`src/hw/spi_reg_pkg.sv`:
```
// spi mode 0 only, 40-bit frames of opcode, address and data; only the low 9 address bits decode
`default_nettype none

package spi_reg_pkg;

	// --------------------------------------------------------------------------
	// field widths
	// --------------------------------------------------------------------------
	typedef logic [15:0] spi_addr_t;
	// short register word
	typedef logic [15:0] reg_data_t;
	typedef logic [7:0]  spi_opcode_t;

	// low address bits seen by both lists
	localparam int DECODE_BITS = 9;

	// frame opcodes
	// anything else drops the frame
	localparam spi_opcode_t OP_WRITE = 8'h01;
	localparam spi_opcode_t OP_READ  = 8'h02;

	// --------------------------------------------------------------------------
	// fixed list
	// --------------------------------------------------------------------------
	localparam spi_addr_t ADDR_VENDOR_ID      = 16'h0000;
	localparam spi_addr_t ADDR_PRODUCT_ID     = 16'h0001;
	localparam spi_addr_t ADDR_FPGA_VERSION_H = 16'h0002;
	localparam spi_addr_t ADDR_FPGA_VERSION_L = 16'h0003;
	localparam spi_addr_t ADDR_TEST_VERSION   = 16'h0004;

	// version identifiers
	localparam reg_data_t VENDOR_ID      = 16'h4448;
	localparam reg_data_t PRODUCT_ID     = 16'h0000;
	localparam reg_data_t FPGA_VERSION_H = 16'h0102;
	localparam reg_data_t FPGA_VERSION_L = 16'h0123;
	localparam reg_data_t TEST_VERSION   = 16'h1001;

	// --------------------------------------------------------------------------
	// control list
	// --------------------------------------------------------------------------
	localparam spi_addr_t ADDR_SCRATCH     = 16'h0010;
	localparam spi_addr_t ADDR_LED_CTRL    = 16'h0011;
	localparam spi_addr_t ADDR_FRAME_COUNT = 16'h0012;

	// receiver phases
	typedef enum logic [1:0] {
		st_opcode,
		st_addr,
		st_data,
		st_ignore
	} rx_state_t;

endpackage

`default_nettype wire

```
`src/hw/reg_bus_if.sv`:
```
// single clk_sample domain; rd_en and wr_en are one-cycle strobes, addr held until frame end
`timescale 1ns/1ps
`default_nettype none

interface reg_bus_if
	import spi_reg_pkg::*;
();

	// access strobes
	logic      rd_en;
	logic      wr_en;
	// target and payload
	spi_addr_t addr;
	reg_data_t wr_data;

	// frame receiver side
	modport master (
		output rd_en,
		output wr_en,
		output addr,
		output wr_data
	);

	// register list side
	modport slave (
		input rd_en,
		input wr_en,
		input addr,
		input wr_data
	);

endinterface

`default_nettype wire

```
`src/hw/ctrl_reg_list.sv`:
```
// writes land on the edge ending wr_en; led_ctrl keeps only LED_WIDTH bits, frame count wraps
`timescale 1ns/1ps
`default_nettype none

module ctrl_reg_list
	import spi_reg_pkg::*;
#(
	parameter int LED_WIDTH = 4
) (
	input  logic                 clk_sample,
	input  logic                 reset,
	reg_bus_if.slave             bus,
	input  logic                 frame_done,
	output logic                 ctrl_sel,
	output reg_data_t            ctrl_rd_data,
	output logic [LED_WIDTH-1:0] led
);

	logic [DECODE_BITS-1:0] dec_addr;
	reg_data_t              scratch_q;
	logic [LED_WIDTH-1:0]   led_q;
	reg_data_t              frame_count_q;

	assign dec_addr = bus.addr[DECODE_BITS-1:0];
	assign led      = led_q;

	// --------------------------------------------------------------------------
	// write side
	// --------------------------------------------------------------------------
	always_ff @(posedge clk_sample) begin
		if (reset) begin
			scratch_q <= '0;
			led_q     <= '0;
		end else if (bus.wr_en) begin
			case (dec_addr)
				ADDR_SCRATCH[DECODE_BITS-1:0]:  scratch_q <= bus.wr_data;
				ADDR_LED_CTRL[DECODE_BITS-1:0]: led_q <= bus.wr_data[LED_WIDTH-1:0];
				// frame count and unmapped writes dropped
				default: ;
			endcase
		end
	end

	// completed frames, any valid opcode
	always_ff @(posedge clk_sample) begin
		if (reset) begin
			frame_count_q <= '0;
		end else if (frame_done) begin
			frame_count_q <= frame_count_q + 16'd1;
		end
	end

	// --------------------------------------------------------------------------
	// read side
	// --------------------------------------------------------------------------
	always_comb begin
		ctrl_sel     = 1'b0;
		ctrl_rd_data = '0;
		if (bus.rd_en) begin
			ctrl_sel = 1'b1;
			case (dec_addr)
				ADDR_SCRATCH[DECODE_BITS-1:0]:     ctrl_rd_data = scratch_q;
				// upper led bits read 0
				ADDR_LED_CTRL[DECODE_BITS-1:0]:    ctrl_rd_data = reg_data_t'(led_q);
				ADDR_FRAME_COUNT[DECODE_BITS-1:0]: ctrl_rd_data = frame_count_q;
				default:                           ctrl_sel = 1'b0;
			endcase
		end
	end

endmodule

`default_nettype wire

```
`src/hw/fix_reg_list.sv`:
```
// read-only version list; combinational decode of the low DECODE_BITS address bits, upper bits alias
`timescale 1ns/1ps
`default_nettype none

module fix_reg_list
	import spi_reg_pkg::*;
(
	reg_bus_if.slave  bus,
	output logic      fix_sel,
	output reg_data_t fix_rd_data
);

	logic [DECODE_BITS-1:0] dec_addr;

	// only the low bits decode
	assign dec_addr = bus.addr[DECODE_BITS-1:0];

	// --------------------------------------------------------------------------
	// version identifier lookup
	// --------------------------------------------------------------------------
	always_comb begin
		fix_sel     = 1'b0;
		fix_rd_data = '0;
		// select only during the read strobe
		if (bus.rd_en) begin
			fix_sel = 1'b1;
			case (dec_addr)
				ADDR_VENDOR_ID[DECODE_BITS-1:0]:      fix_rd_data = VENDOR_ID;
				ADDR_PRODUCT_ID[DECODE_BITS-1:0]:     fix_rd_data = PRODUCT_ID;
				ADDR_FPGA_VERSION_H[DECODE_BITS-1:0]: fix_rd_data = FPGA_VERSION_H;
				ADDR_FPGA_VERSION_L[DECODE_BITS-1:0]: fix_rd_data = FPGA_VERSION_L;
				ADDR_TEST_VERSION[DECODE_BITS-1:0]:   fix_rd_data = TEST_VERSION;
				// not ours
				default:                              fix_sel = 1'b0;
			endcase
		end
	end

endmodule

`default_nettype wire

```
`src/hw/spi_frame_rx.sv`:
```
// sclk half period must be at least SYNC_STAGES+3 clk_sample cycles; mode 0, msb first
`timescale 1ns/1ps
`default_nettype none

module spi_frame_rx
	import spi_reg_pkg::*;
#(
	parameter int SYNC_STAGES = 2
) (
	input  logic      clk_sample,
	input  logic      reset,
	input  logic      sclk,
	input  logic      cs_n,
	input  logic      mosi,
	reg_bus_if.master bus,
	output logic      sclk_fall,
	output logic      cs_active,
	output logic      frame_done
);

	// zero based index of the last bit in each field
	localparam logic [5:0] LAST_OPCODE_BIT = 6'd7;
	localparam logic [5:0] LAST_ADDR_BIT   = 6'd23;
	localparam logic [5:0] LAST_DATA_BIT   = 6'd39;

	// {sclk, cs_n, mosi} per stage
	logic [SYNC_STAGES-1:0][2:0] sync_q;
	logic        sclk_s;
	logic        cs_n_s;
	logic        mosi_s;
	logic        sclk_q;
	logic        sclk_rise;
	logic [5:0]  bit_cnt;
	reg_data_t   shift_q;
	reg_data_t   next_word;
	spi_opcode_t opcode_q;
	rx_state_t   state;

	// --------------------------------------------------------------------------
	// pin synchronizer and edge detect
	// --------------------------------------------------------------------------
	always_ff @(posedge clk_sample) begin
		if (reset) begin
			// idle pins, chip select high
			sync_q <= {SYNC_STAGES{3'b010}};
			sclk_q <= 1'b0;
		end else begin
			sync_q <= {sync_q[SYNC_STAGES-2:0], {sclk, cs_n, mosi}};
			sclk_q <= sclk_s;
		end
	end

	assign {sclk_s, cs_n_s, mosi_s} = sync_q[SYNC_STAGES-1];
	assign cs_active = ~cs_n_s;
	// edges only count inside a frame
	assign sclk_rise = sclk_s & ~sclk_q & cs_active;
	assign sclk_fall = ~sclk_s & sclk_q & cs_active;
	// word including the bit arriving now
	assign next_word = {shift_q[14:0], mosi_s};

	// --------------------------------------------------------------------------
	// frame state machine
	// --------------------------------------------------------------------------
	always_ff @(posedge clk_sample) begin
		if (reset) begin
			state      <= st_opcode;
			bit_cnt    <= '0;
			opcode_q   <= '0;
			bus.rd_en  <= 1'b0;
			bus.wr_en  <= 1'b0;
			frame_done <= 1'b0;
		end else begin
			// strobes last one cycle
			bus.rd_en  <= 1'b0;
			bus.wr_en  <= 1'b0;
			frame_done <= 1'b0;
			if (!cs_active) begin
				// cs high ends or aborts the frame
				state   <= st_opcode;
				bit_cnt <= '0;
			end else if (sclk_rise && state != st_ignore) begin
				bit_cnt <= bit_cnt + 6'd1;
				case (state)
					st_opcode: begin
						if (bit_cnt == LAST_OPCODE_BIT) begin
							if (next_word[7:0] == OP_READ || next_word[7:0] == OP_WRITE) begin
								opcode_q <= next_word[7:0];
								state    <= st_addr;
							end else begin
								// unknown opcode
								state <= st_ignore;
							end
						end
					end
					st_addr: begin
						if (bit_cnt == LAST_ADDR_BIT) begin
							state     <= st_data;
							// read fires early so miso has the word for the data field
							bus.rd_en <= (opcode_q == OP_READ);
						end
					end
					st_data: begin
						if (bit_cnt == LAST_DATA_BIT) begin
							// extra bits dropped until cs rises
							state      <= st_ignore;
							bus.wr_en  <= (opcode_q == OP_WRITE);
							frame_done <= 1'b1;
						end
					end
					default: state <= st_ignore;
				endcase
			end
		end
	end

	// --------------------------------------------------------------------------
	// payload capture
	// --------------------------------------------------------------------------
	always_ff @(posedge clk_sample) begin
		if (sclk_rise) begin
			shift_q <= next_word;
		end
		// address held to frame end
		if (sclk_rise && state == st_addr && bit_cnt == LAST_ADDR_BIT) begin
			bus.addr <= next_word;
		end
		if (sclk_rise && state == st_data && bit_cnt == LAST_DATA_BIT) begin
			bus.wr_data <= next_word;
		end
	end

endmodule

`default_nettype wire

```
`src/hw/spi_miso_tx.sv`:
```
// miso changes only on detected sclk falling edges; it stays 0 except while the read word shifts
`timescale 1ns/1ps
`default_nettype none

module spi_miso_tx
	import spi_reg_pkg::*;
(
	input  logic      clk_sample,
	input  logic      reset,
	input  logic      rd_en,
	input  logic      fix_sel,
	input  reg_data_t fix_rd_data,
	input  logic      ctrl_sel,
	input  reg_data_t ctrl_rd_data,
	input  logic      sclk_fall,
	input  logic      cs_active,
	output logic      miso
);

	reg_data_t rd_word;
	reg_data_t shift_q;
	logic      miso_q;

	// --------------------------------------------------------------------------
	// answer merge
	// --------------------------------------------------------------------------
	always_comb begin
		// nobody selected reads as 0
		rd_word = '0;
		if (fix_sel) begin
			rd_word = fix_rd_data;
		end else if (ctrl_sel) begin
			rd_word = ctrl_rd_data;
		end
	end

	// --------------------------------------------------------------------------
	// shifter
	// --------------------------------------------------------------------------
	always_ff @(posedge clk_sample) begin
		if (reset) begin
			shift_q <= '0;
			miso_q  <= 1'b0;
		end else if (!cs_active) begin
			// frame over
			shift_q <= '0;
			miso_q  <= 1'b0;
		end else if (rd_en) begin
			shift_q <= rd_word;
		end else if (sclk_fall) begin
			// msb out first and zeros fill behind so miso drops after bit 40
			miso_q  <= shift_q[15];
			shift_q <= {shift_q[14:0], 1'b0};
		end
	end

	assign miso = miso_q;

endmodule

`default_nettype wire

```
`src/hw/spi_reg_top.sv`:
```
// all logic runs on clk_sample; sclk half period must be at least SYNC_STAGES+3 clk_sample cycles
`timescale 1ns/1ps
`default_nettype none

module spi_reg_top
	import spi_reg_pkg::*;
#(
	parameter int SYNC_STAGES = 2,
	parameter int LED_WIDTH   = 4
) (
	input  logic                 clk_sample,
	input  logic                 reset,
	input  logic                 sclk,
	input  logic                 cs_n,
	input  logic                 mosi,
	output logic                 miso,
	output logic [LED_WIDTH-1:0] led
);

	// --------------------------------------------------------------------------
	// internal nets
	// --------------------------------------------------------------------------
	reg_bus_if bus0 ();

	logic      sclk_fall;
	logic      cs_active;
	logic      frame_done;
	logic      fix_sel;
	reg_data_t fix_rd_data;
	logic      ctrl_sel;
	reg_data_t ctrl_rd_data;

	// frame receiver
	spi_frame_rx #(
		.SYNC_STAGES(SYNC_STAGES)
	) frame_rx0 (
		.clk_sample (clk_sample),
		.reset      (reset),
		.sclk       (sclk),
		.cs_n       (cs_n),
		.mosi       (mosi),
		.bus        (bus0.master),
		.sclk_fall  (sclk_fall),
		.cs_active  (cs_active),
		.frame_done (frame_done)
	);

	// version identifiers
	fix_reg_list fix_list0 (
		.bus         (bus0.slave),
		.fix_sel     (fix_sel),
		.fix_rd_data (fix_rd_data)
	);

	// scratch, led and frame count
	ctrl_reg_list #(
		.LED_WIDTH(LED_WIDTH)
	) ctrl_list0 (
		.clk_sample   (clk_sample),
		.reset        (reset),
		.bus          (bus0.slave),
		.frame_done   (frame_done),
		.ctrl_sel     (ctrl_sel),
		.ctrl_rd_data (ctrl_rd_data),
		.led          (led)
	);

	// read answer back out
	spi_miso_tx miso_tx0 (
		.clk_sample   (clk_sample),
		.reset        (reset),
		.rd_en        (bus0.rd_en),
		.fix_sel      (fix_sel),
		.fix_rd_data  (fix_rd_data),
		.ctrl_sel     (ctrl_sel),
		.ctrl_rd_data (ctrl_rd_data),
		.sclk_fall    (sclk_fall),
		.cs_active    (cs_active),
		.miso         (miso)
	);

endmodule

`default_nettype wire

```
`config.mk`:
```
export PLATFORM = sky130hd
export DESIGN_NAME = spi_reg_top
export DESIGN_NICKNAME = d
export VERILOG_FILES = /design/src/hw/spi_reg_pkg.sv /design/src/hw/reg_bus_if.sv /design/src/hw/ctrl_reg_list.sv /design/src/hw/fix_reg_list.sv /design/src/hw/spi_frame_rx.sv /design/src/hw/spi_miso_tx.sv /design/src/hw/spi_reg_top.sv
export SDC_FILE = /design/constraint.sdc
export NUM_CORES = 1
export LEC_CHECK = 0
export BUFFER_PORTS_ARGS = -buffer_cell sky130_fd_sc_hd__buf_2
export CAP_MARGIN = 15
export CORE_ASPECT_RATIO = 2
export CORE_MARGIN = 2
export CORE_UTILIZATION = 45
export CTS_CLUSTER_SIZE = 10
export DETAILED_ROUTE_END_ITERATION = 12
export GPL_TIMING_DRIVEN = 0
export PLACE_DENSITY = 0.72
export SYNTH_ARGS = -nofsm -noshare
export SYNTH_HDL_FRONTEND = slang
export SYNTH_SLANG_ARGS = --single-unit
export TNS_END_PERCENT = 5
```
`constraint.sdc`:
```
create_clock -name clk_sample -period 2 [get_ports clk_sample]
set_input_delay 0.1 -clock clk_sample [delete_from_list [all_inputs] [get_ports clk_sample]]
set_output_delay 0.1 -clock clk_sample [all_outputs]
set_load 0.03 [all_outputs]
```
======== Word level (Yosys, flattened, before mapping) ========
Index checks and enable logic that the tools add are counted.
storage, ports and cells
  register bits ........................... 119
  latch bits .............................. 0
  bits in writable memories ............... 0
  ROM bits ................................ 0
  input bits .............................. 5
  word-level logic and storage cells ...... 88
  memories kept ........................... 0
operators by class
  add/sub/neg operators ................... 2
  multipliers ............................. 0
  div/mod/pow operators ................... 0
  $lt $le $gt $ge ......................... 0
  eq/ne operators ......................... 20
  shift operators ......................... 0
  mux-type cells .......................... 16
  bitwise gates (word level) .............. 13
  reduce and logical (&&, ||, !) cells .... 20
operator list
  cell                   count
  $mux 16                4
  $pmux 15 s4            1
  $pmux 16 s3            1
  $eq 9x5->1 const B     3
  $eq 9x2->1 const B     2
  $add 16x1->16 const B  1
  $eq 8x1->1 const B     2
  $eq 8x2->1 const B     2
  $reduce_or 5->1        3
  $eq 9x1->1 const B     1
  $eq 9x3->1 const B     1
  $logic_not 9->1        1
  $not 1->1              9
  $mux 2                 4
  $add 6x1->6 const B    1
  $eq 6x3->1 const B     1
  $eq 6x5->1 const B     1
  $eq 6x6->1 const B     1
  $ne 2x1->1 const B     3
  $pmux 2 s3             1
  $reduce_and 2->1       3
  $logic_and 1x1->1      5
  $mux 1                 5
  $reduce_and 5->1       1
  11 further kinds       14

======== Logic depth before layout (Yosys ltp) ========
  depth in word-level cells ............... 7
  mapped depth ............................ 6
  depth with buffers taken out ............ 5

======== By module ========
A second synthesis with hierarchy kept.
unflattened totals
  cell total of the unflattened synthesis .. 472
  area total of the unflattened synthesis .. 5452.7 um2
by module, submodules not included
  module         instances  cells each  area an instance (um2)  seq. area each (um2)
  spi_frame_rx   1          152         2434.8                  1931.9
  ctrl_reg_list  1          195         1722.9                  720.7
  spi_miso_tx    1          98          1067.3                  340.3
  fix_reg_list   1          27          227.7                   0.0

======== Least setup slack after synthesis ========
OpenSTA, ideal clock, no wires.
  path kind ............................... register -> register
  start ................................... reg frame_rx0.sync_q, in the netlist frame_rx0.sclk_s
  end ..................................... reg frame_rx0.opcode_q[0]
  setup time .............................. 0.131 ns
  data arrival time ....................... 1.974 ns
  slack ................................... -0.104 ns
  stages on the path, launching flop included .. 7
  cells stage by stage .................... dfxtp_1 > or3b_2 > inv_1 > clkbuf_1 > nand4b_1 > o21ai_0 > a21oi_1
on the way
  longest elaborated chain between the ends .. 4
ends and longest elaborated chain
  element                     RTL line            text
  start, declared             spi_frame_rx.sv:27  logic [SYNC_STAGES-1:0][2:0] sync_q;
  start signal, assigned      spi_frame_rx.sv:45  sync_q <= {SYNC_STAGES{3'b010}};
  start signal, assigned      spi_frame_rx.sv:48  sync_q <= {sync_q[SYNC_STAGES-2:0], {sclk, cs_n, mosi}};
  $and 1x1->1 (2 in a row)    spi_frame_rx.sv:56  assign sclk_rise = sclk_s & ~sclk_q & cs_active;
  via frame_rx0.sclk_rise     spi_frame_rx.sv:32  logic sclk_rise;
  $logic_and 1x1->1           spi_frame_rx.sv:81  end else if (sclk_rise && state != st_ignore) begin
  $reduce_and 5->1 (no line)  n/a
  end signal, assigned        spi_frame_rx.sv:87  opcode_q <= next_word[7:0];
  end, declared               spi_frame_rx.sv:36  spi_opcode_t opcode_q;
The timed path passes the listed nets, and every way through them passes these cells.
A chain may end at the register's enable or synchronous reset.

======== Final worst setup path ========
  start ................................... reg frame_rx0.bus.addr[7]
  end ..................................... reg miso_tx0.shift_q[14]
on the way
  longest elaborated chain between the ends .. 7
ends and longest elaborated chain
  element                    RTL line             text
  start, declared            reg_bus_if.sv:20     output addr,
  start signal, assigned     spi_frame_rx.sv:125  bus.addr <= next_word;
  $eq 9x5->1                 ctrl_reg_list.sv:61  case (dec_addr)
  $reduce_or 3->1 (no line)  n/a
  $mux 1                     ctrl_reg_list.sv:61
  $mux 1                     ctrl_reg_list.sv:59  if (bus.rd_en) begin
  $mux 16                    spi_miso_tx.sv:32    end else if (ctrl_sel) begin
  $mux 16 *                  spi_miso_tx.sv:30    if (fix_sel) begin
  $mux 16 *                  spi_miso_tx.sv:48    end else if (rd_en) begin
  end signal, assigned       spi_miso_tx.sv:49    shift_q <= rd_word;
  end signal, assigned       spi_miso_tx.sv:53    shift_q <= {shift_q[14:0], 1'b0};
  end, declared              spi_miso_tx.sv:21    reg_data_t shift_q;
Every way passes the cells marked *; elsewhere a longest branch is shown, timed or not.

==> results.py <==
metrics = {
    "run_status": {
        "status": "complete, but fails checks",
        "violations": "negative setup slack",
    },
    "critical_path": {
        "worstSetupEndpointType": "register",
        "crit_slowest_cell": "or4_4",
        "cp-start-kind": "register",
        "arrival_ns": 2.42,
        "worstPathMaxFanout": 10,
        "worstPathCellList": "or4_4 > or4b_4 > buf_8 > o22a_1 > a21oi_1",
        "crit_type": "register to register",
        "crit_required_ns": 2.34,
        "slowest_delay_ns": 0.62,
    },
    "timing": {
        "slew-limit-headroom_pct": 52.9,
        "worst_hold_slack_ns": 0.407,
        "setup_viol": 9,
        "maxSlewViolCount": 0,
        "fin_crit_ns": 2.08,
        "max_freq_mhz": 482,
        "finalCritPeriodShare_pct": 104,
        "setup_ws_ns": -0.0754,
        "hold_viol": 0,
        "fin_worst_skew_ns": 0.00934,
        "rsz0062_at_grt": "true",
        "worst_pin_slew_ns": 0.705,
    },
    "clock_network": {
        "clk-insertion-delay-late_ns": 0.42,
        "numCtsBuffers": 17,
        "cts.sinks": 119,
        "clk_pin_slew_worst_paths_ns": 0.06,
        "clockBufferDepth": 2,
        "cts-root-buf": "clkbuf_16",
        "cts_max_level": 4,
        "cts_tree": "done",
    },
    "die": {
        "die_w_um": 77.0,
        "die_h_um": 150,
        "start_util_pct": 45.8,
        "num_rows": 53,
        "io_pins": 10,
        "dieArea_mm2": 0.0116,
        "coreArea_mm2": 0.0105,
    },
    "grt": {
        "grt_pass1_wl_um": 17500,
        "grt_usage_pct": 20.4,
        "grt_max_degree": 25,
        "overflow": 0,
        "grt_pass1_vias": 3457,
        "grt_antenna_before_repair": 0,
    },
    "worst_hold_path": {
        "hold_path_class": "register to register",
    },
    "power_and_ir_drop": {
        "seqPwrFrac_pct": 44.2,
        "power.switching_uw": 1180,
        "power_density_mw_per_mm2": 985,
        "ir_drop_uv": 664,
        "p_int_uw": 4480,
        "p_leak_uw": 0.00208,
        "power_frac_clock_pct": 54.9,
        "swShare_pct": 20.9,
        "p_comb_share_pct": 0.9,
    },
    "logic_synthesis": {
        "avgSynthCellArea_um2": 11.2,
        "synth_edf_count": 40,
        "synth-main-ff-cell": "dfxtp_1",
        "yosys_warnings": 0,
        "synth_top_area_share_pct": 33.0,
        "synth_cell_types": 51,
        "async_flop_share_pct": 0,
        "syn_inst": 429,
        "yosysTopAreaCell": "dfxtp_1",
        "ys_top_cells_by_area": "dfxtp_1 (33%), edfxtp_1 (25%), mux2i_1 (8.1%), nor2_1 (3.8%), xor2_1 (2.6%)",
        "synth-seq-area-share_pct": 58.0,
        "syn_area_mm2": 0.00480,
        "synth_seq_cells": 119,
        "postSynthNetCount": 436,
    },
    "cells_and_area": {
        "diodes": 0,
        "layout.nets": 471,
        "final-instance-count-excl-fill": 614,
        "drive_gt1_share_pct": 14.0,
        "syn_to_final_growth_pct": 19.9,
        "nFillCells": 930,
    },
    "detailed_routing": {
        "drtAntennaViolNets": 0,
        "drcViolationCount": 0,
        "wirelength_um": 11000,
        "drt_pass1_iterations": 4,
        "wl_per_cell_um": 17.9,
        "routed_via_density": 5.52,
        "drt-initial-drc-count": 163,
        "vias": 3388,
    },
    "placement": {
        "hpwl_um": 7730,
        "place_congestion": 0.897,
        "dpl.cell_count": 576,
        "io_buffers": 9,
    },
    "run": {
        "max_cap_viol_count": 0,
    },
}
## flip-flops by register name, indices dropped and copies added, names as in the netlist, 2 cells and up
signal                    cells
ctrl_list0.frame_count_q     16
ctrl_list0.led                4
ctrl_list0.scratch_q         16
frame_rx0.bit_cnt             6
frame_rx0.bus.addr            9
frame_rx0.bus.wr_data        16
frame_rx0.opcode_q            8
frame_rx0.shift_q            15
frame_rx0.state               2
frame_rx0.sync_q              3
miso_tx0.shift_q             16
## synthesized netlist by cell type, drive strengths merged (5+ instances only)
cell type,number
nor3,6
xor2,14
or4,7
edfxtp,40
mux2i,39
nor2,49
nand3,15
nor2b,10
and2,8
a21oi,18
dfxtp,79
buf,6
o21ai,18
nand2,18
nand4,11
nor4,6
and3,6
clkbuf,16
o211a,5
## logic make-up after synthesis
logic type / Yosys count / share of synthesized area [%]
simple gates: 161 / 18.8
flops: 119 / 58.0
compound gates: 64 / 8.66
mux: 40 / 8.37
buf+inv: 26 / 2.58
xor+xnor: 17 / 3.10
fa+ha+maj: 2 / 0.522
## final timing paths
path	start	endpoint	slack, ns	depth (start not counted)
max reg2reg	frame_rx0.bus.addr[7]	miso_tx0.shift_q[14]	-0.08	5
max	frame_rx0.bus.addr[7]	miso_tx0.shift_q[14]	-0.08	5
min reg2reg	frame_rx0.sync_q[1]	frame_rx0.cs_n_s	0.41	1
min	frame_rx0.sync_q[1]	frame_rx0.cs_n_s	0.41	1
## power groups by stage
stage,sequential [µW],combinational (µW),clock [µW]
after global routing,2500,56.3,3240
after global placement,2550,43.7,0
after CTS,2500,51.7,3140
after floorplan,2550,26.7,0
after detailed placement,2550,45.4,0
final,2500,51.7,3110
## cell usage in the layout (no fill, tap or decap), types with 4 or more instances in the layout
cell type,netlist,layout
nand4_1,11,11
o211a_1,5,5
nor3_1,6,5
buf_2,0,9
nand2_1,18,18
buf_4,0,4
or2_2,4,4
inv_1,4,4
nor2b_1,10,10
and4_1,4,4
nor2_1,49,47
clkbuf_1,16,15
clkbuf_16,0,17
o21ai_1,4,4
o21ai_0,14,14
edfxtp_1,40,40
a21oi_1,18,18
or4_1,6,6
clkinv_4,0,5
and3_1,6,6
mux2i_1,39,39
a31oi_1,4,4
nand3_1,15,15
dlygate4sd3_1,0,4
dfxtp_1,79,79
and2_1,8,8
xor2_1,14,14
## repair_timing
item,CTS,global route
endpoints found under the hold margin,4,0
pin swaps,1,3
gates cloned,0,0
buffers inserted,2,2
endpoints found under the setup margin,60,60
hold buffers,4,0
gates resized for setup,5,11
## worst max-delay path, delay by kind of cell (launching register included)
kind	cells	cell delay (ns)
AO/OA/AOI/OAI	2	0.33
buffers and inverters	1	0.16
flip-flops	1	0.35
AND/OR/NAND/NOR	2	1.15
## metal layers
layer  up-vias  share of wire [%]  track usage, %
met5         -                  0               0
met4         0                5.9            15.1
met3        29                2.8            5.07
met2        68                 55            37.7
met1      1642                 36            19.0
li1       1649                  -               -
## stage by stage
| stage | area, µm² | worst slack (ns) | setup TNS, ns | total power (µW) | util, % |
|---|---|---|---|---|---|
| 2_1_floorplan | 4800 | -0.103 | -1.40 | 2580 | - |
| 3_3_place_gp | 5010 | -0.363 | -12.14 | 2600 | 47.9 |
| 3_5_place_dp | 5020 | -0.340 | -8.28 | 2600 | 47.9 |
| 4_1_cts | 5710 | -0.130 | -1.31 | 5690 | 54.5 |
| 5_1_grt | 5750 | -0.142 | -1.64 | 5800 | 54.9 |
| 6_report | 5750 | -0.0754 | -0.376 | 5660 | 54.9 |
## final cells by class
class / count / area (µm²) / area share (%)
sequential: 119 / 2780 / 48.4
multi-input combinational: 284 / 1940 / 33.7
clock buffer: 18 / 429 / 7.46
clock inverter: 14 / 178 / 3.09
tap: 137 / 171 / 2.98
timing repair buffer: 18 / 126 / 2.20
buffer: 20 / 110 / 1.91
inverter: 4 / 15.0 / 0.261
Power figures use the tool's default switching activity.
